**src/rtl/soc_pkg.sv**
```systemverilog
`default_nettype none

package soc_pkg;

    // Address map.
    localparam int RAM_WORDS = 256;
    localparam int RAM_ADDR_BITS = $clog2(RAM_WORDS) + 2;
    localparam logic [31:0] RAM_BASE = 32'h0000_0000;
    localparam logic [31:0] IO_BASE = 32'h0001_0000;
    localparam logic [31:0] UART_BASE = 32'h0002_0000;

    // Register blocks decode the low address nibble.
    localparam int REG_ADDR_BITS = 4;
    localparam logic [REG_ADDR_BITS-1:0] IO_LEDS_OFS = 4'h0;
    localparam logic [REG_ADDR_BITS-1:0] IO_CYCLE_LO_OFS = 4'h8;
    localparam logic [REG_ADDR_BITS-1:0] IO_CYCLE_HI_OFS = 4'hC;
    localparam logic [REG_ADDR_BITS-1:0] UART_DATA_OFS = 4'h0;
    localparam logic [REG_ADDR_BITS-1:0] UART_STATUS_OFS = 4'h4;

    localparam int UART_CLKS_PER_BIT = 16;
    localparam int UART_CNT_BITS = $clog2(UART_CLKS_PER_BIT);
    localparam int UART_FIFO_DEPTH = 4;
    localparam int UART_FIFO_PTR_BITS = $clog2(UART_FIFO_DEPTH);
    localparam int UART_FIFO_CNT_BITS = UART_FIFO_PTR_BITS + 1;

    typedef enum logic [1:0] {
        SLOT_RAM,
        SLOT_IO,
        SLOT_UART,
        SLOT_NONE
    } slot_e;

    typedef enum logic [1:0] {
        TX_IDLE,
        TX_START,
        TX_DATA,
        TX_STOP
    } tx_state_e;

endpackage

`default_nettype wire

```
**src/rtl/uart_fifo.sv**
```systemverilog
`timescale 1ns/1ps
`default_nettype none

module uart_fifo
    import soc_pkg::*;
(
    input logic pll_clk,
    input logic rst_n,
    input logic push,
    input logic [7:0] push_data,
    input logic pop,
    output logic [7:0] pop_data,
    output logic full,
    output logic empty
);

    logic [7:0] entries [UART_FIFO_DEPTH];
    logic [UART_FIFO_PTR_BITS-1:0] wr_ptr;
    logic [UART_FIFO_PTR_BITS-1:0] rd_ptr;
    logic [UART_FIFO_CNT_BITS-1:0] count;
    logic do_push;
    logic do_pop;

    assign full = (count == UART_FIFO_CNT_BITS'(UART_FIFO_DEPTH));
    assign empty = (count == '0);
    assign do_push = push && !full;
    assign do_pop = pop && !empty;

    // Oldest entry is always visible.
    assign pop_data = entries[rd_ptr];

    always_ff @(posedge pll_clk or negedge rst_n) begin
        if (!rst_n) begin
            wr_ptr <= '0;
            rd_ptr <= '0;
            count <= '0;
        end else begin
            if (do_push) begin
                wr_ptr <= wr_ptr + 1'b1;
            end
            if (do_pop) begin
                rd_ptr <= rd_ptr + 1'b1;
            end
            case ({do_push, do_pop})
                2'b10: count <= count + 1'b1;
                2'b01: count <= count - 1'b1;
                default: count <= count;
            endcase
        end
    end

    always_ff @(posedge pll_clk) begin
        if (do_push) begin
            entries[wr_ptr] <= push_data;
        end
    end

endmodule

`default_nettype wire

```
**config.mk**
```make
export PLATFORM = sky130hd
export DESIGN_NAME = uart_fifo
export DESIGN_NICKNAME = d
export VERILOG_FILES = /design/src/rtl/soc_pkg.sv /design/src/rtl/uart_fifo.sv
export SDC_FILE = /design/constraint.sdc
export NUM_CORES = 1
export LEC_CHECK = 0
export BUFFER_PORTS_ARGS = -buffer_cell sky130_fd_sc_hd__buf_2
export CAP_MARGIN = 20
export CELL_PAD_IN_SITES_DETAIL_PLACEMENT = 1
export CELL_PAD_IN_SITES_GLOBAL_PLACEMENT = 1
export CORE_ASPECT_RATIO = 0.7
export CORE_MARGIN = 1
export CORE_UTILIZATION = 54
export CTS_BUF_LIST = sky130_fd_sc_hd__clkbuf_8
export DETAILED_ROUTE_END_ITERATION = 6
export PLACE_DENSITY_LB_ADDON = 0.1
export SLEW_MARGIN = 20
export SYNTH_ARGS = -nofsm -noshare
export SYNTH_HDL_FRONTEND = slang
export SYNTH_SLANG_ARGS = --single-unit
```
**constraint.sdc**
```tcl
create_clock -name pll_clk -period 6.1 [get_ports pll_clk]
set_clock_uncertainty 0.15 [all_clocks]
set_input_delay 1.22 -clock pll_clk [delete_from_list [all_inputs] [get_ports pll_clk]]
set_output_delay 1.22 -clock pll_clk [all_outputs]
set_load 0.01 [all_outputs]
```
==> metrics.md <==
| Metric | Value |
|---|---|
| Htree depth | `2` |
| Setup CP Type | `flop to output port` |
| Post-route insts no fill | `roughly 140` |
| Clock Sinks | `39` |
| CTS Buffer Depth | `2` |
| Register area | `~1100 um2` |
| Most frequent cells after synthesis | `edfxtp_1, mux4_2, dfrtp_1, inv_1, ha_1` |
| Most frequent cell after synthesis | `edfxtp_1` |
| Multi-input gate area | `about 430 um2` |
| Area growth from synthesis to layout | `15.6%` |
| Port Buffer Count | `21` |
| Relative slew slack | `0.597` |
| Post-DRT Antenna Nets | `0` |
| Hold Startpoint | `count[2]` |
| Initial antenna violation count | `0` |
| Yosys warns | `0` |
| Yosys reg bits | `39` |
| CP Capture Type | `output port` |
| Distinct cells, synth | `19` |
| # diodes | `0` |
| Clock slew at the register clock pins of the worst setup and hold paths | `approximately 0.070 ns` |
| Critical path launch point type | `flop` |
| IO Pins | `22` |
| Starting Density | `0.568` |
| Syn Nets | `between 90 and 100` |
| Clk Latency, worst-skew pair | `0.28 ns` |
| Power Density | `between 400 and 500 nW/um2` |
| Core Box Area | `around 2800 um2` |
| Full die area | `3170 um2` |
| Worst-margin pin slew | `about 0.6 ns` |
| Syn avg cell area | `roughly 20 um2` |
| Worst Hold Class | `flop to flop` |
| Layout cells sized above 1 | `0.415` |
| Site row count | `16` |
| Starting DRC count in detailed routing | `36` |
| Tcrit/Tclk final | `0.514` |
| Filler cell count | `roughly 250` |
| Final wirelength | `2850 um` |
| Status | `completed` |
| Worst-path maximum fanout | `10` |
| R2R Path End | `count[2]` |
| Pre-antenna DRT Iters | `2` |
| Sequential share of the synthesized area | `0.713` |
| Largest area contributor in the netlist | `edfxtp_1` |
| Async SR Flop Fraction | `0.179` |
| CTS buffer count | `5` |
| Fin util | `0.657` |
| Leakage power | `~0.71 nW` |
| Die Wd | `around 67 um` |
| # hold bufs at CTS | `0` |
| Placer Congestion | `roughly 0.7` |
| GRT Resource Usage Total | `0.217` |
| Hold Path Stages | `1` |
| Largest net degree at the start of global routing | `13` |
| Worst Hold Endpoint | `count[2]` |
| Final net count | `123` |
| Cells after DPL | `~130` |
| Vias | `770` |
| Post-CTS setup buffers | `0` |
| Final setup viols | `0` |
| Min Tclk post-route | `around 3.1 ns` |
| Max rail drop VDD | `around 0.26 mV` |
| DR WL/cell | `~20 um` |
| Ys flop type | `edfxtp_1` |
| Fmax | `between 300 and 400 MHz` |
| Mapped Cells | `79` |
| Die height | `47.4 um` |
| Unrepaired setup endpoints after global routing | `false` |
| EDFF count, synth | `32` |
| Final Max Tran Viols | `0` |
| CP arrival | `~1.8 ns` |
| DRC viols | `0` |
| Final hold viol count | `0` |
| Req. time, crit path | `4.73 ns` |
| CTS tree | `done` |
| Yosys top cell area share | `0.603` |
| Synth top area cells | `edfxtp_1, mux4_2, dfrtp_1, ha_1, and2_2` |
| Post-Syn Area | `1590 um2` |
| Max-cap violation count | `0` |
| DP Wirelength | `slightly below 2000 um` |
| First-pass GRT wire length | `4460 um` |
| Worst reg-to-reg setup slack | `3.79 ns` |
| Crit. Startpoint | `rd_ptr[0]` |
| Worst Reg2Reg Path Length in Cells | `9` |
| Vias/cell | `5.42` |
| Vias in the first global route | `~840` |
| Worst r2r src | `count[0]` |
| # resized after CTS | `0` |
| Setup TNS after final layout | `0 ns` |
| GRT overflow | `0` |
| Clock root cell | `clkbuf_8` |
[flip-flops by register name, indices dropped and copies added, names as in the netlist]
register / count
entries: 32
count: 3
rd_ptr: 2
wr_ptr: 2
[cell type report]
| type | count | share of cell area |
|---|---|---|
| Inverter | 6 | 0.0122 |
| Clock buffer | 5 | 0.0374 |
| Sequential cell | 39 | 0.617 |
| Multi-Input combinational cell | 32 | 0.231 |
| Timing Repair Buffer | 21 | 0.0571 |
| Tap cell | 36 | 0.0245 |
| Clock inverter | 3 | 0.0211 |
[worst max-delay path, stage by stage, from the launching register on]
cell	delay, ns
dfrtp_1	0.73
mux4_2	0.60
buf_2	0.16
[per-stage QoR]
stage / power [mW] / worst slack [ns] / instance area (um2) / hold slack (ns)
3_3_place_gp: 0.686 / 3.28 / 1730 / 0.355
3_5_place_dp: 0.708 / 3.21 / 1730 / 0.365
4_1_cts: 0.925 / 2.94 / 1840 / 0.379
2_1_floorplan: 0.611 / 3.50 / 1590 / 0.335
6_report: 0.912 / 2.97 / 1840 / 0.374
5_1_grt: 0.969 / 2.86 / 1840 / 0.409
[cell families (layout without fill, tap and decap cells)]
group | count (synthesis) | in the layout | share of synthesized area
muxes | 10 | 10 | 0.129
DFF | 39 | 39 | 0.713
xor gates and xnor gates | 6 | 6 | 0.0330
AOI/OAI and AO/OA | 1 | 1 | 0.00628
and+or+nand+nor | 9 | 9 | 0.0471
buffers and inverters | 8 | 35 | 0.0196
adders and majority gates | 6 | 6 | 0.0518
[how the worst max path moves through the flow]
stage                  endpoint  slack (ns)  cells after the start
CTS                 pop_data[2]        2.94                      2
floorplan              count[2]        3.50                      8
detailed placement     count[2]        3.21                      9
finish              pop_data[2]        2.97                      2
global route        pop_data[2]        2.86                      2
global placement    pop_data[1]        3.28                      2
[metal layers]
layer | vias to the layer above | share of wire | global-route usage
met5 | - | 0 | 0
met1 | 406 | 0.45 | 0.273
li1 | 347 | - | -
met3 | 2 | 0.029 | 0.0619
met4 | 0 | 0.0018 | 0.0511
met2 | 15 | 0.51 | 0.386
[cells in the final DEF (no fill, tap or decap), drive strengths merged]
cell type / count
dfrtp: 7
nand2: 1
nor3b: 1
bufinv: 1
and2: 4
buf: 21
fa: 1
nor2b: 1
nor3: 1
clkinv: 2
mux4: 8
nor2: 1
inv: 6
xor2: 3
xnor2: 3
ha: 5
mux2i: 1
mux2: 1
clkbuf: 5
edfxtp: 32
o31a: 1
[report_power, final]
group	total [mW]	leakage [nW]	switching, mW	internal (mW)
sequential	0.428	0.375	0.0666	0.361
combinational	0.281	0.281	0.136	0.146
clock	0.203	0.0556	0.0837	0.120
total	0.912	0.711	0.286	0.626
Power figures use the tool's default switching activity.
