**config.mk**
```make
export PLATFORM = sky130hd
export DESIGN_NAME = uart_regs_flat
export DESIGN_NICKNAME = d
export VERILOG_FILES = /design/src/rtl/soc_pkg.sv /design/src/rtl/mem_bus_if.sv /design/src/rtl/uart_regs.sv /design/src/flat_wrapper.sv
export SDC_FILE = /design/constraint.sdc
export NUM_CORES = 1
export LEC_CHECK = 0
export ABC_CLOCK_PERIOD_IN_PS = 1700
export BUFFER_PORTS_ARGS = -buffer_cell sky130_fd_sc_hd__buf_2
export CAP_MARGIN = 25
export CELL_PAD_IN_SITES_DETAIL_PLACEMENT = 1
export CELL_PAD_IN_SITES_GLOBAL_PLACEMENT = 1
export CORE_MARGIN = 1
export CORE_UTILIZATION = 12
export CTS_CLUSTER_SIZE = 14
export DETAILED_ROUTE_END_ITERATION = 10
export GPL_ROUTABILITY_DRIVEN = 0
export PLACE_DENSITY_LB_ADDON = 0.1
export SLEW_MARGIN = 15
export SYNTH_ARGS = -nofsm -noshare
export SYNTH_HDL_FRONTEND = slang
export SYNTH_SLANG_ARGS = --single-unit
```
**constraint.sdc**
```tcl
create_clock -name pll_clk -period 1.7 [get_ports pll_clk]
set_input_delay 0.17 -clock pll_clk [delete_from_list [all_inputs] [get_ports pll_clk]]
set_output_delay 0.17 -clock pll_clk [all_outputs]
set_load 0.05 [all_outputs]
```
**src/rtl/soc_pkg.sv**
```systemverilog
`default_nettype none

package soc_pkg;

    // Address map.
    localparam int RAM_WORDS = 256;
    localparam int RAM_ADDR_BITS = $clog2(RAM_WORDS) + 2;
    localparam logic [31:0] RAM_BASE = 32'h0000_0000;
    localparam logic [31:0] IO_BASE = 32'h0001_0000;
    localparam logic [31:0] UART_BASE = 32'h0002_0000;

    // Register blocks decode the low address nibble.
    localparam int REG_ADDR_BITS = 4;
    localparam logic [REG_ADDR_BITS-1:0] IO_LEDS_OFS = 4'h0;
    localparam logic [REG_ADDR_BITS-1:0] IO_CYCLE_LO_OFS = 4'h8;
    localparam logic [REG_ADDR_BITS-1:0] IO_CYCLE_HI_OFS = 4'hC;
    localparam logic [REG_ADDR_BITS-1:0] UART_DATA_OFS = 4'h0;
    localparam logic [REG_ADDR_BITS-1:0] UART_STATUS_OFS = 4'h4;

    localparam int UART_CLKS_PER_BIT = 16;
    localparam int UART_CNT_BITS = $clog2(UART_CLKS_PER_BIT);
    localparam int UART_FIFO_DEPTH = 4;
    localparam int UART_FIFO_PTR_BITS = $clog2(UART_FIFO_DEPTH);
    localparam int UART_FIFO_CNT_BITS = UART_FIFO_PTR_BITS + 1;

    typedef enum logic [1:0] {
        SLOT_RAM,
        SLOT_IO,
        SLOT_UART,
        SLOT_NONE
    } slot_e;

    typedef enum logic [1:0] {
        TX_IDLE,
        TX_START,
        TX_DATA,
        TX_STOP
    } tx_state_e;

endpackage

`default_nettype wire

```
**src/rtl/mem_bus_if.sv**
```systemverilog
`timescale 1ns/1ps
`default_nettype none

interface mem_bus_if;
    logic [31:0] address;
    logic sel;
    logic read;
    logic [3:0] write_mask;
    logic [31:0] write_value;
    logic [31:0] read_value;
    logic ready;

    modport host (
        output address,
        output sel,
        output read,
        output write_mask,
        output write_value,
        input read_value,
        input ready
    );

    // A target returns zero read data while its select is low.
    modport target (
        input address,
        input sel,
        input read,
        input write_mask,
        input write_value,
        output read_value,
        output ready
    );
endinterface

`default_nettype wire

```
**src/rtl/uart_regs.sv**
```systemverilog
`timescale 1ns/1ps
`default_nettype none

module uart_regs
    import soc_pkg::*;
(
    input logic pll_clk,
    input logic rst_n,
    mem_bus_if.target bus,
    input logic full,
    input logic empty,
    input logic busy,
    output logic push,
    output logic [7:0] push_data
);

    logic [REG_ADDR_BITS-1:0] ofs;
    logic data_wr;
    logic status_rd;
    logic accept;
    logic pending;

    assign ofs = bus.address[REG_ADDR_BITS-1:0];
    assign data_wr = bus.sel && bus.write_mask[0] && (ofs == UART_DATA_OFS);
    assign status_rd = bus.sel && bus.read && (ofs == UART_STATUS_OFS);

    // A byte in flight on push is not yet counted by the FIFO.
    assign accept = data_wr && !full && !push;
    assign pending = !empty || busy || push;

    // Stall a data write until the FIFO can take it.
    assign bus.ready = bus.sel && !(data_wr && !accept);
    assign bus.read_value = status_rd ? {30'h0, pending, full} : 32'h0;

    always_ff @(posedge pll_clk or negedge rst_n) begin
        if (!rst_n) begin
            push <= 1'b0;
        end else begin
            push <= accept;
        end
    end

    always_ff @(posedge pll_clk) begin
        if (accept) begin
            push_data <= bus.write_value[7:0];
        end
    end

endmodule

`default_nettype wire

```
**src/flat_wrapper.sv**
```systemverilog
// flat-port wrapper written by rule: the top's interface ports become plain ports
module uart_regs_flat import soc_pkg::*;
  (pll_clk, rst_n, full, empty, busy, push, push_data, bus_address, bus_sel, bus_read, bus_write_mask, bus_write_value, bus_read_value, bus_ready);
  mem_bus_if bus_i ();
  input logic pll_clk;
  input logic rst_n;
  input logic full;
  input logic empty;
  input logic busy;
  output logic push;
  output logic [7:0] push_data;
  input wire logic [$bits(bus_i.address)-1:0] bus_address;
  input wire logic [$bits(bus_i.sel)-1:0] bus_sel;
  input wire logic [$bits(bus_i.read)-1:0] bus_read;
  input wire logic [$bits(bus_i.write_mask)-1:0] bus_write_mask;
  input wire logic [$bits(bus_i.write_value)-1:0] bus_write_value;
  output wire logic [$bits(bus_i.read_value)-1:0] bus_read_value;
  output wire logic [$bits(bus_i.ready)-1:0] bus_ready;
  assign bus_i.address = bus_address;
  assign bus_i.sel = bus_sel;
  assign bus_i.read = bus_read;
  assign bus_i.write_mask = bus_write_mask;
  assign bus_i.write_value = bus_write_value;
  assign bus_read_value = bus_i.read_value;
  assign bus_ready = bus_i.ready;
  uart_regs u_core (.pll_clk(pll_clk), .rst_n(rst_n), .bus(bus_i), .full(full), .empty(empty), .busy(busy), .push(push), .push_data(push_data));
endmodule
```
==> metrics, run 1 <==
drt pass-1 iters 2; fin cells 138; final worst path period need 1530 ps; PortBufs 31; met3 WL around 150 um; TritonCTS clock tree built; Syn. warnings 0; register area share after synthesis 0.476; WL met2 ~570 um; Flop pwr share 0.360; first-pass GRT wire length between 1.5 and 2 mm; largest net degree at the start of global routing 10; H-tree depth 1; VDD IR max just under 300 uV; CP Capture Type output pin; share of layout cells above drive strength 1 0.453; hold worst-path end u_core.push_data[3]$_DFFE_PP_; DR WL/cell 8.11 um; FF-to-FF End u_core.push_data[6]$_DFFE_PP_; DIE AREA 0.00492 mm2; clk buf depth 2; Clock transition at path regs approximately 50 ps; leakage power ~0.36 nW; worst-skew pair later-pin latency 230 ps; min-delay src bus_write_value[3]; Combinational Power Share 0.284; worst hold path class input pin to flop; outcome finished, final reports clean; placed cell count around 130; Clock Tree Root clkbuf_8; ANT cells 0; Worst Skew approximately 6.1 ps; Max Slew Vio Count 0; Final setup violation count 0; worst reg2reg startpoint u_core.push$_DFF_PN0_; Mapped Cells 50; initial antenna violation count 0; area added between synthesis and finish 32.8%; WHS Path Cells 1; internal reg-to-reg setup slack ~500 ps; chip height approximately 70 um; worst-case reg-to-reg path depth 2; num rows 24; Num CTS Buffers 3; Sink Count 9; Vias/cell 2.75; NetSw approximately 0.00025 W; All-Layer GR Usage 0.0473; critical setup path kind input pin to output pin; Initial Utilization 0.126; Power Dens Cells a little over 900 mW/mm2; DRT iter0 DRCs 10; f_max between 600 and 700 MHz; Post-Route WL between 1 and 1.5 mm; grt ovf 0; CP Max Fanout 4; fin crit share 0.899; MaxCap Viol Count 0; core area around 0.0044 mm2; crit path DAT 1360 ps; Top Metal Used met3; Worst Setup Start Kind input pin; via count approximately 380; sw frac 0.366; DRC 0; Avg Cell Area, Syn approximately 11 um2; hold_ws 116 ps; Int Power approximately 0.00043 W; setup TNS 0 ps; Data required, critical path 1530 ps; M1 WL 399 um; Yosys cell types 13; Post-Synthesis Cell Area 557 um2; RSZ-0062 raised after global routing no; detailed placement HPWL about 980 um; I/O pins between 100 and 150; Die W around 70 um; Final ANT Viol Nets 0; Hold Vio Cnt, Final 0; most frequent cells in the layout buf_2 (31), conb_1 (30), edfxtp_1 (8); register bit count reported by yosys 9; Nets 162; number of global-route vias before repair 328; commonest non-fill, non-tap cell in the layout buf_2; Clock Power Share 0.356
worst max-delay path, cell delays in order:
cell	delay [ps]
buf_2	100
or4b_4	570
o31a_1	310
buf_2	210
routing by layer:
| layer | global-route usage | up-vias |
|---|---|---|
| met1 | 0.0505 | 168 |
| met5 | 0 | - |
| met2 | 0.0769 | 35 |
| met3 | 0.0346 | 0 |
| li1 | - | 176 |
| met4 | 0.00667 | 0 |
power groups by stage:
stage,clock network [W],logic (W),registers [W]
after floorplan,0,0.000212,0.000252
after global placement,0,0.000190,0.000247
after detailed placement,0,0.000190,0.000247
after CTS,0.000253,0.000192,0.000244
after global routing,0.000270,0.000200,0.000243
final,0.000241,0.000192,0.000244
worst max path at each step:
| stage | startpoint | to | slack (ps) |
|---|---|---|---|
| detailed placement | bus_address[3] | u_core.push_data[6]$_DFFE_PP_ | 90 |
| floorplan | bus_address[3] | u_core.push_data[0]$_DFFE_PP_ | -30 |
| global route | bus_address[3] | bus_ready | 150 |
| global placement | bus_address[3] | u_core.push_data[1]$_DFFE_PP_ | 80 |
| finish | bus_address[3] | bus_ready | 170 |
| CTS | bus_address[3] | bus_ready | 170 |
cell usage after synthesis, drive strengths merged:
cell	count	share of area
a211oi	1	0.013
buf	30	0.40
conb	1	0.0067
dfrtp	1	0.045
edfxtp	8	0.43
inv	1	0.0067
nand2	1	0.0067
nand2b	1	0.011
nor2	2	0.013
nor3	1	0.0090
nor4	1	0.011
o31a	1	0.016
or4b	1	0.025
state kept, by name, summed over array words and instances, names as in the netlist:
register	flops
u_core.push_data	8
u_core.push	1
kinds of logic after synthesis:
logic type / share of synthesized area
and+or+nand+nor: 0.0764
AOI/OAI and AO/OA: 0.0292
other: 0.00674
DFF: 0.476
buffers and inverters: 0.411
area by class of cell:
cell class | instances | area, um2
Fill cell | 528 | 3670
Sequential cell | 9 | 265
Multi-Input combinational cell | 39 | 188
Timing Repair Buffer | 33 | 173
Tap cell | 52 | 65.1
Clock buffer | 4 | 45.0
Inverter | 1 | 3.75
per-stage QoR:
step,worst slack [ps],instance area [um2],util,power (W)
finish,171,739,0.168,0.000677
global route,153,739,0.168,0.000714
CTS,168,739,0.168,0.000688
detailed placement,87.4,684,0.155,0.000437
global placement,81.2,684,0.155,0.000437
floorplan,-31.7,682,-,0.000464
timing repair:
| item | in CTS | in global routing |
|---|---|---|
| hold buffers | 1 | 0 |
| buffers inserted | 0 | 0 |
| gates resized for setup | 0 | 0 |
| endpoints found under the setup margin | 0 | 0 |
| hold endpoints to repair | 1 | 0 |
Note: power is estimated with default switching activity, not from simulation.
==> run 2, diff against run 1 <==
--- a/config.mk
+++ b/config.mk
@@ -15,7 +15,7 @@
 export CTS_CLUSTER_SIZE = 14
 export DETAILED_ROUTE_END_ITERATION = 10
 export GPL_ROUTABILITY_DRIVEN = 0
-export PLACE_DENSITY_LB_ADDON = 0.1
+export PLACE_DENSITY = 0.75
 export SLEW_MARGIN = 15
 export SYNTH_ARGS = -nofsm -noshare
 export SYNTH_HDL_FRONTEND = slang
==> metrics, run 2 (same netlist as run 1, synthesis figures left out) <==
Die W 70.1 um (unchanged); CP Capture Type output pin (unchanged); worst-skew pair later-pin latency 230 ps (about the same); PortBufs 31 (unchanged); Max Slew Vio Count 0 (unchanged); Num CTS Buffers 3 (unchanged); CP Max Fanout 4 (unchanged); FILL cells 530 (was 528); final worst path period need 1540 ps (was 1530 ps); outcome finished, final reports clean (unchanged); detailed placement HPWL 1.06 mm (was 977 um); Util after Layout 0.168 (unchanged); commonest non-fill, non-tap cell in the layout buf_2 (unchanged); Initial Utilization 0.126 (unchanged); grt ovf 0 (unchanged); Post-CTS Resized 0 (unchanged); ANT cells 0 (unchanged); via count 375 (was 379); MaxCap Viol Count 0 (unchanged); worst hold path class input pin to flop (unchanged); I/O pins 117 (unchanged); Sink Count 9 (unchanged); Data required, critical path 1530 ps (about the same); Clock Tree Root clkbuf_8 (unchanged); clk buf depth 2 (unchanged); number of global-route vias before repair 341 (was 328); most frequent cells in the layout buf_2 (31), conb_1 (30), edfxtp_1 (8) (unchanged); DRC 0 (unchanged); core area 0.00441 mm2 (unchanged); num rows 24 (unchanged); drt pass-1 iters 2 (unchanged); TritonCTS clock tree built (unchanged); critical setup path kind input pin to output pin (unchanged); DIE AREA 0.00492 mm2 (unchanged); Hold Vio Cnt, Final 0 (unchanged); Final setup violation count 0 (unchanged); first-pass GRT wire length 1.58 mm (was 1.69 mm); DRT iter0 DRCs 1 (was 10); pre-CTS setup slack 105 ps (was 87.4 ps); RSZ-0062 raised after global routing no (unchanged); Post-Route WL 1.15 mm (was 1.12 mm); largest net degree at the start of global routing 10 (unchanged); max reg flops 8 (unchanged); initial antenna violation count 0 (unchanged); leakage power 0.364 nW (unchanged); chip height 70.1 um (unchanged); post-route cell area 739 um2 (unchanged); f_max 651 MHz (was 654 MHz); Power Dens Cells 918 mW/mm2 (was 915 mW/mm2); biggest regs u_core.push_data: 8 flops, u_core.push: 1 flops (unchanged); share of layout cells above drive strength 1 0.453 (unchanged); Nets 162 (unchanged); Final ANT Viol Nets 0 (unchanged); Vias/cell 2.72 (was 2.75); Reg with most FFs u_core.push_data (unchanged); VDD IR max 240 uV (was 293 uV); fin crit share 0.904 (was 0.899); DR WL/cell 8.31 um (was 8.11 um); All-Layer GR Usage 0.0419 (was 0.0473); post-route setup slack 163 ps (was 171 ps); H-tree depth 1 (unchanged); Worst Skew 0.137 ps (was 6.05 ps); Worst Setup Start Kind input pin (unchanged); area added between synthesis and finish 32.8% (unchanged); Clock transition at path regs 40 ps (was 50 ps); Post-DP Area 684 um2 (unchanged); crit path DAT 1370 ps (was 1360 ps)
run 2: cell type report:
type                    instances  area (um2)  area share
clock buffers                   4        45.0      0.0609
repair buffers                 33         173       0.234
flip-flops and latches          9         265       0.359
inverters                       1        3.75     0.00508
well taps                      52        65.1      0.0880
multi-input cells              39         188       0.254
run 2: worst max-delay path: stages:
cell    delay [ps]
buf_2          100
or4b_4         570
o31a_1         320
buf_2          210
run 2: power breakdown:
part           switching (W)  total, W  internal (W)
Clock              0.0000794  0.000242      0.000163
Combinational       0.000170  0.000192     0.0000228
Sequential       0.000000461  0.000244      0.000243
run 2: per-layer routing:
layer	track usage	part of all wire	wire length [um]
met1	0.0417	0.34	387
met2	0.0759	0.54	622
met3	0.0159	0.10	120
met4	0.0200	0.015	17
met5	0	0	0
run 2: worst paths after layout:
kind | from | end | slack (ps) | depth (start not counted)
setup / recovery | bus_address[3] | bus_ready | 160 | 4
hold / removal | bus_write_value[3] | u_core.push_data[3]$_DFFE_PP_ | 120 | 1
setup reg to reg | u_core.push$_DFF_PN0_ | u_core.push_data[3]$_DFFE_PP_ | 510 | 2
hold reg to reg | u_core.push$_DFF_PN0_ | u_core.push$_DFF_PN0_ | 700 | 2
max in group asynchronous | rst_n | u_core.push$_DFF_PN0_ | 1360 | 2
min in group asynchronous | rst_n | u_core.push$_DFF_PN0_ | 260 | 2
run 2: what timing repair did:
item                      4_1_cts  5_1_grt
hold endpoints to repair        1        0
buffers inserted                0        0
hold buffers                    1        0
run 2: stage by stage:
step                TNS [ps]  power [W]  instances  hold slack (ps)
floorplan               -254   0.000464         79             -126
detailed placement         0   0.000438        133            -47.0
global route               0   0.000697        138              114
global placement           0   0.000436        133            -46.2
finish                     0   0.000678        138              115
CTS                        0   0.000682        138              114
