$ cat config.mk
export PLATFORM = sky130hd
export DESIGN_NAME = uart_tx
export DESIGN_NICKNAME = d
export VERILOG_FILES = /design/src/rtl/soc_pkg.sv /design/src/rtl/uart_tx.sv
export SDC_FILE = /design/constraint.sdc
export NUM_CORES = 1
export LEC_CHECK = 0
export BUFFER_PORTS_ARGS = -buffer_cell sky130_fd_sc_hd__buf_2
export CAP_MARGIN = 5
export CORE_MARGIN = 5
export CORE_UTILIZATION = 45
export DETAILED_ROUTE_END_ITERATION = 12
export GPL_TIMING_DRIVEN = 0
export HOLD_SLACK_MARGIN = 0.12
export PLACE_DENSITY = 0.74
export SKIP_CTS_REPAIR_TIMING = 1
export SLEW_MARGIN = 20
export SYNTH_ARGS = -nofsm -noshare
export SYNTH_HDL_FRONTEND = slang
export SYNTH_SLANG_ARGS = --single-unit
$ cat constraint.sdc
create_clock -name pll_clk -period 2.1 [get_ports pll_clk]
set_clock_uncertainty 0.05 [all_clocks]
set_input_delay 0.42 -clock pll_clk [delete_from_list [all_inputs] [get_ports pll_clk]]
set_output_delay 0.42 -clock pll_clk [all_outputs]
set_load 0.03 [all_outputs]
$ cat src/rtl/soc_pkg.sv
`default_nettype none

package soc_pkg;

    // Address map.
    localparam int RAM_WORDS = 256;
    localparam int RAM_ADDR_BITS = $clog2(RAM_WORDS) + 2;
    localparam logic [31:0] RAM_BASE = 32'h0000_0000;
    localparam logic [31:0] IO_BASE = 32'h0001_0000;
    localparam logic [31:0] UART_BASE = 32'h0002_0000;

    // Register blocks decode the low address nibble.
    localparam int REG_ADDR_BITS = 4;
    localparam logic [REG_ADDR_BITS-1:0] IO_LEDS_OFS = 4'h0;
    localparam logic [REG_ADDR_BITS-1:0] IO_CYCLE_LO_OFS = 4'h8;
    localparam logic [REG_ADDR_BITS-1:0] IO_CYCLE_HI_OFS = 4'hC;
    localparam logic [REG_ADDR_BITS-1:0] UART_DATA_OFS = 4'h0;
    localparam logic [REG_ADDR_BITS-1:0] UART_STATUS_OFS = 4'h4;

    localparam int UART_CLKS_PER_BIT = 16;
    localparam int UART_CNT_BITS = $clog2(UART_CLKS_PER_BIT);
    localparam int UART_FIFO_DEPTH = 4;
    localparam int UART_FIFO_PTR_BITS = $clog2(UART_FIFO_DEPTH);
    localparam int UART_FIFO_CNT_BITS = UART_FIFO_PTR_BITS + 1;

    typedef enum logic [1:0] {
        SLOT_RAM,
        SLOT_IO,
        SLOT_UART,
        SLOT_NONE
    } slot_e;

    typedef enum logic [1:0] {
        TX_IDLE,
        TX_START,
        TX_DATA,
        TX_STOP
    } tx_state_e;

endpackage

`default_nettype wire

$ cat src/rtl/uart_tx.sv
`timescale 1ns/1ps
`default_nettype none

module uart_tx
    import soc_pkg::*;
(
    input logic pll_clk,
    input logic rst_n,
    input logic empty,
    input logic [7:0] pop_data,
    output logic pop,
    output logic busy,
    output logic tx
);

    tx_state_e state;
    logic [UART_CNT_BITS-1:0] bit_cnt;
    logic [2:0] bit_idx;
    logic [7:0] shift;
    logic bit_done;

    assign bit_done = (bit_cnt == UART_CNT_BITS'(UART_CLKS_PER_BIT - 1));

    // Take the next byte when idle, or right at the end of a stop bit.
    assign pop = !empty && ((state == TX_IDLE) || (state == TX_STOP && bit_done));
    assign busy = (state != TX_IDLE);

    always_comb begin
        case (state)
            TX_START: tx = 1'b0;
            TX_DATA: tx = shift[0];
            default: tx = 1'b1;
        endcase
    end

    always_ff @(posedge pll_clk or negedge rst_n) begin
        if (!rst_n) begin
            state <= TX_IDLE;
            bit_cnt <= '0;
            bit_idx <= 3'd0;
        end else begin
            bit_cnt <= (state == TX_IDLE || bit_done) ? '0 : bit_cnt + 1'b1;
            case (state)
                TX_IDLE: begin
                    if (pop) begin
                        state <= TX_START;
                    end
                end
                TX_START: begin
                    if (bit_done) begin
                        state <= TX_DATA;
                        bit_idx <= 3'd0;
                    end
                end
                TX_DATA: begin
                    if (bit_done) begin
                        bit_idx <= bit_idx + 3'd1;
                        if (bit_idx == 3'd7) begin
                            state <= TX_STOP;
                        end
                    end
                end
                TX_STOP: begin
                    if (bit_done) begin
                        state <= pop ? TX_START : TX_IDLE;
                    end
                end
                default: state <= TX_IDLE;
            endcase
        end
    end

    // LSB leaves first.
    always_ff @(posedge pll_clk) begin
        if (pop) begin
            shift <= pop_data;
        end else if (state == TX_DATA && bit_done) begin
            shift <= {1'b0, shift[7:1]};
        end
    end

endmodule

`default_nettype wire

==> results.md, run 1 <==
* Outcome: finished clean
* Yosys cell types at 30
* Fin crit period at just over 2 ns
* Final max-slew violation count at 0
* Number of max-cap violations at 0
* I/O Buffers at 13
* Largest net degree at the start of global routing at 11
* Mapped cell area at 922 µm²
* Final hold violation count at 0
* EDFF count, synth at 8
* Slowest CP cell: dfrtp_1
* Crit. End Element: primary output
* Critical path required time at 1.63 ns
* N_diodes at 0
* Die span in x at between 50 and 60 µm
* Routed Antenna Nets at 0
* Fmax at 483 MHz
* Final setup fails at 0
* Clk sinks at 17
* WL/cell at around 13 µm
* Total congestion overflow at 0
* HP Start: pop_data[7]
* Area leader, netlist: edfxtp_1
* Setup crit start: state[1]
* H-tree levels at 1
* First-pass DRT Iterations at 4
* VDD IR max at 0.401 mV
* Max clock buf depth at 2
* Clk_lat worst skew at 0.29 ns
* Delay-heaviest family, CP: flip-flops
* FF+latch count, synth at 17
* Sequential-to-total area share from yosys stat at 50.5%
* Post-route clock period utilization at 98.5%
* Unrepaired setup endpoints after global routing: yes
* IO Pins at 14
* Die height at 55.3 µm
* Slew headroom at a little over half
* Nets at 112
* CTS buffer count at 3
* Worst Tran Pin Value at 0.705 ns
* Top_reg_cell synth: dfrtp_1
* Worst Setup Path Type: reg2out
* Cell row count at 16
* Max incr delay on CP at approximately 0.44 ns
* Cell Area, Placed at roughly 1000 µm²
* Final WL at 1560 µm
* Crit path launch type: flop
* Min-Delay Path Class: in2reg
* Crit Path Max Fanout at 7
* Starting density of the core at between 40 and 50%
* Antenna violations before repair at 0
* Synth Instances at just over 70
* Net Count, Synth at 90
* Vias at 628
* Vias in the first global route at 553
* CTS tree: done
* Layout Cells excl Fill at 119
* DRC violations left at 0
* Leak at 0.000461 µW
* Layout Area Growth over Synthesis at 19.8%
* Post-synth top area share at a little over a quarter
* All-Layer GR Usage at roughly 9.8%
* Synth warnings at 0
* Reg2reg start: state[1]
* Non-Filler Cell Area, Final at 1100 µm²
* CP cell instances: inv_1 -> ha_4 -> a41oi_2 -> nor2_4 -> buf_2
* Synth area leaders: edfxtp_1 26%, dfrtp_1 24%, ha_1 11%
* Iteration-0 DRC Markers at 11
* Power per cell area at a little under 500 nW/µm²
* Root Buffer: clkbuf_4
* Die ar. at 3050 µm²
* CP arrival at 1.60 ns
* Clk pin slew, worst setup/hold paths at 0.10 ns
* DP HPWL at 1180 µm
* Layout cell share with drive strength beyond 1 at between 40% and 50%
* Core area at 1960 µm²
* Gpl congestion at 0.727
* Worst path buffer plus inverter count at 2
* Placed cells at 111
* First-pass GRT wire length at 2400 µm
* Asr flop ratio synth at 52.9%
* Vias/cell at 5.28
* Syn avg cell area at 13.0 µm²
[Yosys cell counts, drive strengths merged, types with 2 or more instances]
cell and number:
ha 8, o21ai 3, mux2 8, o2111ai 3, dfrtp 9, and2 2, nor2 2, edfxtp 8
inv 5, a21oi 2, nor3 2, a32o 2, nand2 3
[cell families (layout without fill, tap and decap cells)]
group / Yosys count / in the layout / synth area share [%]
buffers and inverters: 7 / 28 / 3.66
AO/OA/AOI/OAI: 14 / 14 / 12.5
AND/OR/NAND/NOR: 15 / 15 / 10.3
multiplexers: 9 / 9 / 11.3
XOR/XNOR: 1 / 1 / 0.950
flip-flops: 17 / 17 / 50.5
adder cells (fa/ha/maj): 8 / 8 / 10.9
[flip-flops by register name, summed over array words and instances (netlist names)]
name	cells
bit_idx	3
shift	8
bit_cnt	4
state	2
[cell usage in the layout, fill, tap and decap left out, types with 2 or more instances in the layout]
master,instances
a21oi_1,2
nand2_1,3
o2111ai_1,3
inv_1,4
and2_1,2
edfxtp_1,8
o21ai_0,2
a32o_1,2
buf_4,4
dfrtp_1,9
ha_1,4
buf_2,13
clkbuf_4,3
ha_2,3
mux2_2,7
[area by class of cell]
type	count	area (µm²)
clock buffers	3	22.5
repair buffers	18	105
inverters	5	18.8
multi-input cells	47	443
fillers	169	857
plain buffers	1	11.3
flip-flops and latches	17	465
well taps	27	33.8
clock inverters	1	5.00
[worst paths after layout]
path,end,slack [ns],cells past startpoint
worst min-delay path,shift[7],0.36,2
worst max-delay path,pop,0.03,5
worst min register to register,bit_cnt[0],0.45,1
max in group asynchronous,state[0],1.38,2
worst max register to register,shift[1],0.21,4
min in group asynchronous,bit_cnt[0],0.44,2
[where the power goes]
part | switching, µW | internal, µW | total (µW)
clock network | 102 | 70.8 | 173
registers | 0 | 346 | 346
logic | 6.60 | 7.82 | 14.4
[stage by stage]
stage	hold WS [ns]	utilization, %	setup WS [ns]	power (µW)	setup TNS (ns)
final	0.362	56.3	0.0312	533	0
after global routing	0.354	56.3	-0.0745	554	-0.0745
after CTS	-0.0872	53.4	-0.273	538	-2.44
after detailed placement	0.233	52.0	-0.255	366	-2.03
after global placement	0.233	52.0	-0.153	366	-1.22
after floorplan	0.0744	-	0.153	353	0
[metal layers]
metal / vias to the layer above / wire length [µm] / global-route usage, %
li1: 308 / - / -
met1: 305 / 677 / 11.3
met2: 13 / 810 / 17.1
met3: 2 / 52 / 2.33
met4: 0 / 17 / 4.17
met5: - / 0 / 0
Note: power is estimated with default switching activity, not from simulation.
==> run 2, diff against run 1 <==
- RECOVER_POWER: not set -> 25
==> run 2 against run 1 <==
  * Sequential cell count stayed put
  * Via count stayed put
  * Wire length is 0.13% lower
  * Worst hold slack stayed put
  * Cell count stayed put
  * Critical path depth stayed put
  * First-iteration DRC count is 9.1% higher
  * Core utilization is 0.064 points lower
  * Global-route usage stayed put
  * Critical path type unchanged
==> results.md, run 2 (synthesized netlist as in run 1, its figures left out) <==
* Core area at 1960 µm²
* Cell row count at 16
* Iteration-0 DRC Markers at 12
* Fmax at 483 MHz
* Gpl congestion at 0.727
* Largest register FFs at 8
* WL/cell at 13.1 µm
* Routed Antenna Nets at 0
* Layout cell share with drive strength beyond 1 at a little over two fifths
* Crit path launch type: flop
* DP HPWL at 1180 µm
* Worst Setup Path Type: reg2out
* Total congestion overflow at 0
* Delay-heaviest family, CP: flip-flops
* Final WL at 1560 µm
* Clk_lat worst skew at slightly below 0.3 ns
* First-pass DRT Iterations at 4
* Min-Delay Path Class: in2reg
* CTS tree: done
* CP arrival at 1.60 ns
* Root Buffer: clkbuf_4
* Max clock buf depth at 2
* Final hold violation count at 0
* Clk sinks at 17
* Unrepaired setup endpoints after global routing: yes
* N_diodes at 0
* CP cell instances: inv_1 -> ha_4 -> a41oi_2 -> nor2_4 -> buf_2
* Die height at 55.3 µm
* All-Layer GR Usage at 9.78%
* Final max-slew violation count at 0
* Starting density of the core at 47.0%
* Layout Cells excl Fill at 119
* Outcome: finished clean
* Commonest cells after routing, fill and taps aside: 12 x buf_2, 9 x dfrtp_1, 8 x edfxtp_1, 7 x mux2_2
* Worst Tran Pin Value at 0.705 ns
* Critical path required time at about 1.6 ns
* Final setup fails at 0
* Layout Area Growth over Synthesis at 19.7%
* Setup ws final at approximately 0.031 ns
* Most common cell after layout, fill and taps aside: buf_2
* Antenna violations before repair at 0
* CTS buffer count at 3
* Crit. End Element: primary output
* Vias in the first global route at 553
* Vias at 628
* Nets at around 110
* Leak at 0.000458 µW
* IO Pins at 14
* Largest net degree at the start of global routing at 11
* H-tree levels at 1
* Worst path buffer plus inverter count at 2
* Top flop regs: shift x8, bit_cnt x4, bit_idx x3
* Max incr delay on CP at approximately 0.44 ns
* VDD IR max at 0.401 mV
* WHS at 0.362 ns
* Clk pin slew, worst setup/hold paths at about 0.1 ns
* First-pass GRT wire length at between 2000 and 2500 µm
* Post-route clock period utilization at approximately 100%
* Worst slack, placed at -0.255 ns
* Crit Path Max Fanout at 7
* Placed cells at 111
* Die ar. at between 3000 and 4000 µm²
* Power per cell area at about 480 nW/µm²
* Fillers at 170
* Vias/cell at roughly 5.3
* Slew headroom at a little over half
* Fin crit period at 2.07 ns
* Footprint of the multi-input gates at between 400 and 500 µm²
* Number of max-cap violations at 0
* Total power at 533 µW
* Largest Register: shift
* Register area at around 470 µm²
* DRC violations left at 0
* Slowest CP cell: dfrtp_1
* I/O Buffers at 13
* Die span in x at about 55 µm
[run 2: layer usage]
layer	up-vias	track usage [%]	share of wire (%)
met5	-	0	0
met4	0	4.17	1.1
met3	2	2.33	3.3
met2	13	17.1	52
met1	305	11.3	43
li1	308	-	-
[run 2: power by group]
part           internal, µW  leakage (µW)  total [µW]  switching [µW]
clock                  70.8     0.0000177         173             102
combinational          7.53      0.000255        14.1            6.61
sequential              346      0.000185         346               0
total                   424      0.000458         533             109
[run 2: final cells by class]
cell class | instances | share of cell area, %
Multi-Input combinational cell | 47 | 40.1
Inverter | 5 | 1.70
Clock buffer | 3 | 2.04
Timing Repair Buffer | 18 | 9.41
Clock inverter | 1 | 0.454
Sequential cell | 17 | 42.2
Buffer | 1 | 1.02
Tap cell | 27 | 3.06
[run 2: path summary, 6_finish.rpt]
check	slack, ns	endpoint	cells after the start	from
worst max-delay path	0.03	pop	5	state[1]
worst min-delay path	0.36	shift[7]	2	pop_data[7]
worst max register to register	0.21	shift[1]	4	state[1]
worst min register to register	0.45	bit_cnt[0]	1	bit_cnt[0]
max in group asynchronous	1.13	state[0]	2	rst_n
min in group asynchronous	0.54	bit_cnt[0]	2	rst_n
[run 2: worst register-to-register path, stage by stage, from the launching register on]
cell and delay [ns]:
dfrtp_1 0.44, inv_1 0.16, ha_4 0.21, a41oi_2 0.07, o21ai_1 0.61
[run 2: stage by stage]
| step | TNS (ns) | area, µm² | util [%] |
|---|---|---|---|
| 2_1_floorplan | 0 | 922 | - |
| 3_3_place_gp | -1.22 | 1020 | 52.0 |
| 3_5_place_dp | -2.03 | 1020 | 52.0 |
| 4_1_cts | -2.44 | 1050 | 53.4 |
| 5_1_grt | -0.0745 | 1100 | 56.3 |
| 6_report | 0 | 1100 | 56.3 |
==> run 3, diff against run 2 <==
- PLACE_DENSITY: 0.74 -> 0.71
- clock period: 2.1 -> 1.94 ns (I/O delays scaled with it)
==> run 3 against run 2 <==
  * Core utilization rose by 4.3 points
  * Register-to-register slack lost 0.14 ns
  * Clock power up 9.8%
  * Sequential share of layout area decreased by 2.9 points
  * Highest routed layer unchanged
  * Critical path type unchanged
  * Wire length rose by 12%
  * First-iteration DRC count up 33%
  * Sequential cell count stayed put
  * Largest cell class is now multi-input gates
  * Sequential power rose by 8.1%
  * Global-route usage increased by 0.77 points
  * Cell count increased by 5.0%
  * Clock-buffer cell count rose by 1
==> results.md, run 3 (synthesized netlist as in run 1, its figures left out) <==
* Worst Tran Pin Value at 0.704 ns
* CP arrival at 1.45 ns
* Clk sinks at 17
* Worst Setup Path Type: reg2out
* IO Pins at 14
* Pint at 462 µW
* CTS tree: done
* N_diodes at 0
* Unrepaired setup endpoints after global routing: yes
* Max clock buf depth at 2
* Vias in the first global route at 626
* Power per cell area at 487 nW/µm²
* Layout cell share with drive strength beyond 1 at 46.9%
* Flop pwr share at 64.6%
* Total power at slightly below 600 µW
* VDD IR max at 0.495 mV
* CTS buffer count at 3
* Most common cell after layout, fill and taps aside: buf_4
* Largest register FFs at 8
* Number of max-cap violations at 0
* Crit. End Element: primary output
* Final hold violation count at 0
* Layout Cells excl Fill at 125
* Comb pwr share at 2.7%
* Cell row count at 16
* Die span in x at 55.3 µm
* Fin crit period at 1.89 ns
* Crit Path Max Fanout at 4
* Die ar. at around 3100 µm²
* Vias at between 600 and 700
* Most used cell, CP: buf_4
* Die height at 55.3 µm
* Vias/cell at 5.23
* Slew headroom at a little over half
* I/O Buffers at 13
* Setup ws final at 0.0533 ns
* Clock group share of total power at 32.7%
* Layout Area Growth over Synthesis at 28.9%
* Starting density of the core at 47.0%
* Placed cells at 111
* Critical path required time at 1.50 ns
* Slowest CP cell: dfrtp_1
* Min-Delay Path Class: in2reg
* Antenna violations before repair at 0
* Setup TNS at 0 ns
* DRC violations left at 0
* All-Layer GR Usage at 10.5%
* Fmax at between 500 and 600 MHz
* Max incr delay on CP at approximately 0.43 ns
* Root Buffer: clkbuf_4
* Core area at 1960 µm²
* First-pass GRT wire length at 2610 µm
* Worst slack, placed at -0.126 ns
* Leak at about 0.00049 µW
* Routed Antenna Nets at 0
* Largest net degree at the start of global routing at 10
* Gpl congestion at ~0.80
* First-pass DRT Iterations at 4
* Sw frac at about a fifth
* DP HPWL at about 1200 µm
* Crit path launch type: flop
* Top flop regs: shift x8, bit_cnt x4, bit_idx x3
* Total congestion overflow at 0
* H-tree levels at 1
* Final max-slew violation count at 0
* Iteration-0 DRC Markers at 16
* Clk_lat worst skew at slightly below 0.3 ns
* WL/cell at 13.9 µm
* Largest Register: shift
* P_sw at 117 µW
* Outcome: finished clean
* Final WL at 1740 µm
* Nets at 118
* Post-route clock period utilization at 97.3%
* Final setup fails at 0
* Clk pin slew, worst setup/hold paths at 0.10 ns
* CP cell instances: buf_4 -> ha_1 -> mux2i_1 -> buf_4
* Commonest cells after routing, fill and taps aside: 11 x buf_4, 10 x buf_2, 8 x dfrtp_1, 8 x edfxtp_1, 7 x mux2_2
[run 3: changes by cell type in the layout (fill, tap and decap cells not counted), sizes merged]
| cell | change |
|---|---|
| clkinv | -1 |
| buf | +6 |
| clkbuf | +1 |
[run 3: stage by stage]
stage          instance area [µm²]  hold WS, ns  util [%]
6_report                      1190        0.314      60.6
5_1_grt                       1190        0.324      60.6
4_1_cts                       1050       -0.116      53.4
3_5_place_dp                  1020        0.201      52.0
3_3_place_gp                  1020        0.199      52.0
2_1_floorplan                  922       0.0424         -
[run 3: final cells by class]
cell class	instances	area, µm²
multi-input combinational	47	474
sequential	17	467
tap	27	33.8
clock buffer	4	26.3
inverter	5	18.8
fill	197	773
timing repair buffer	24	158
buffer	1	11.3
[run 3: power groups by stage]
stage	Clock (µW)	Combinational (µW)	Sequential, µW
2_1_floorplan	0	0.240	382
3_3_place_gp	0	14.4	382
3_5_place_dp	0	14.4	382
4_1_cts	192	14.5	374
5_1_grt	207	17.8	374
6_report	190	15.5	374
[run 3: path summary, 6_finish.rpt]
| check | start | end | slack, ns | cells past startpoint |
|---|---|---|---|---|
| max | state[0] | tx | 0.05 | 4 |
| min | pop_data[7] | shift[7] | 0.31 | 2 |
| max reg2reg | state[0] | shift[0] | 0.07 | 7 |
| min reg2reg | bit_idx[1] | bit_idx[1] | 0.47 | 1 |
| max in group asynchronous | rst_n | state[1] | 0.95 | 2 |
| min in group asynchronous | rst_n | bit_idx[1] | 0.51 | 2 |
[run 3: worst max-delay path, delay by kind of cell (launching register included)]
kind | cells | cell delay [ns]
flip-flops | 1 | 0.43
adder cells (fa/ha/maj) | 1 | 0.22
multiplexers | 1 | 0.17
buffers and inverters | 2 | 0.34
[run 3: per-layer routing]
layer / wire [µm] / GRT usage [%] / vias to the layer above / share of wire, %
li1: - / - / 320 / -
met1: 775 / 12.6 / 312 / 45
met2: 830 / 17.1 / 18 / 48
met3: 105 / 3.96 / 4 / 6.0
met4: 25 / 4.17 / 0 / 1.4
met5: 0 / 0 / - / 0
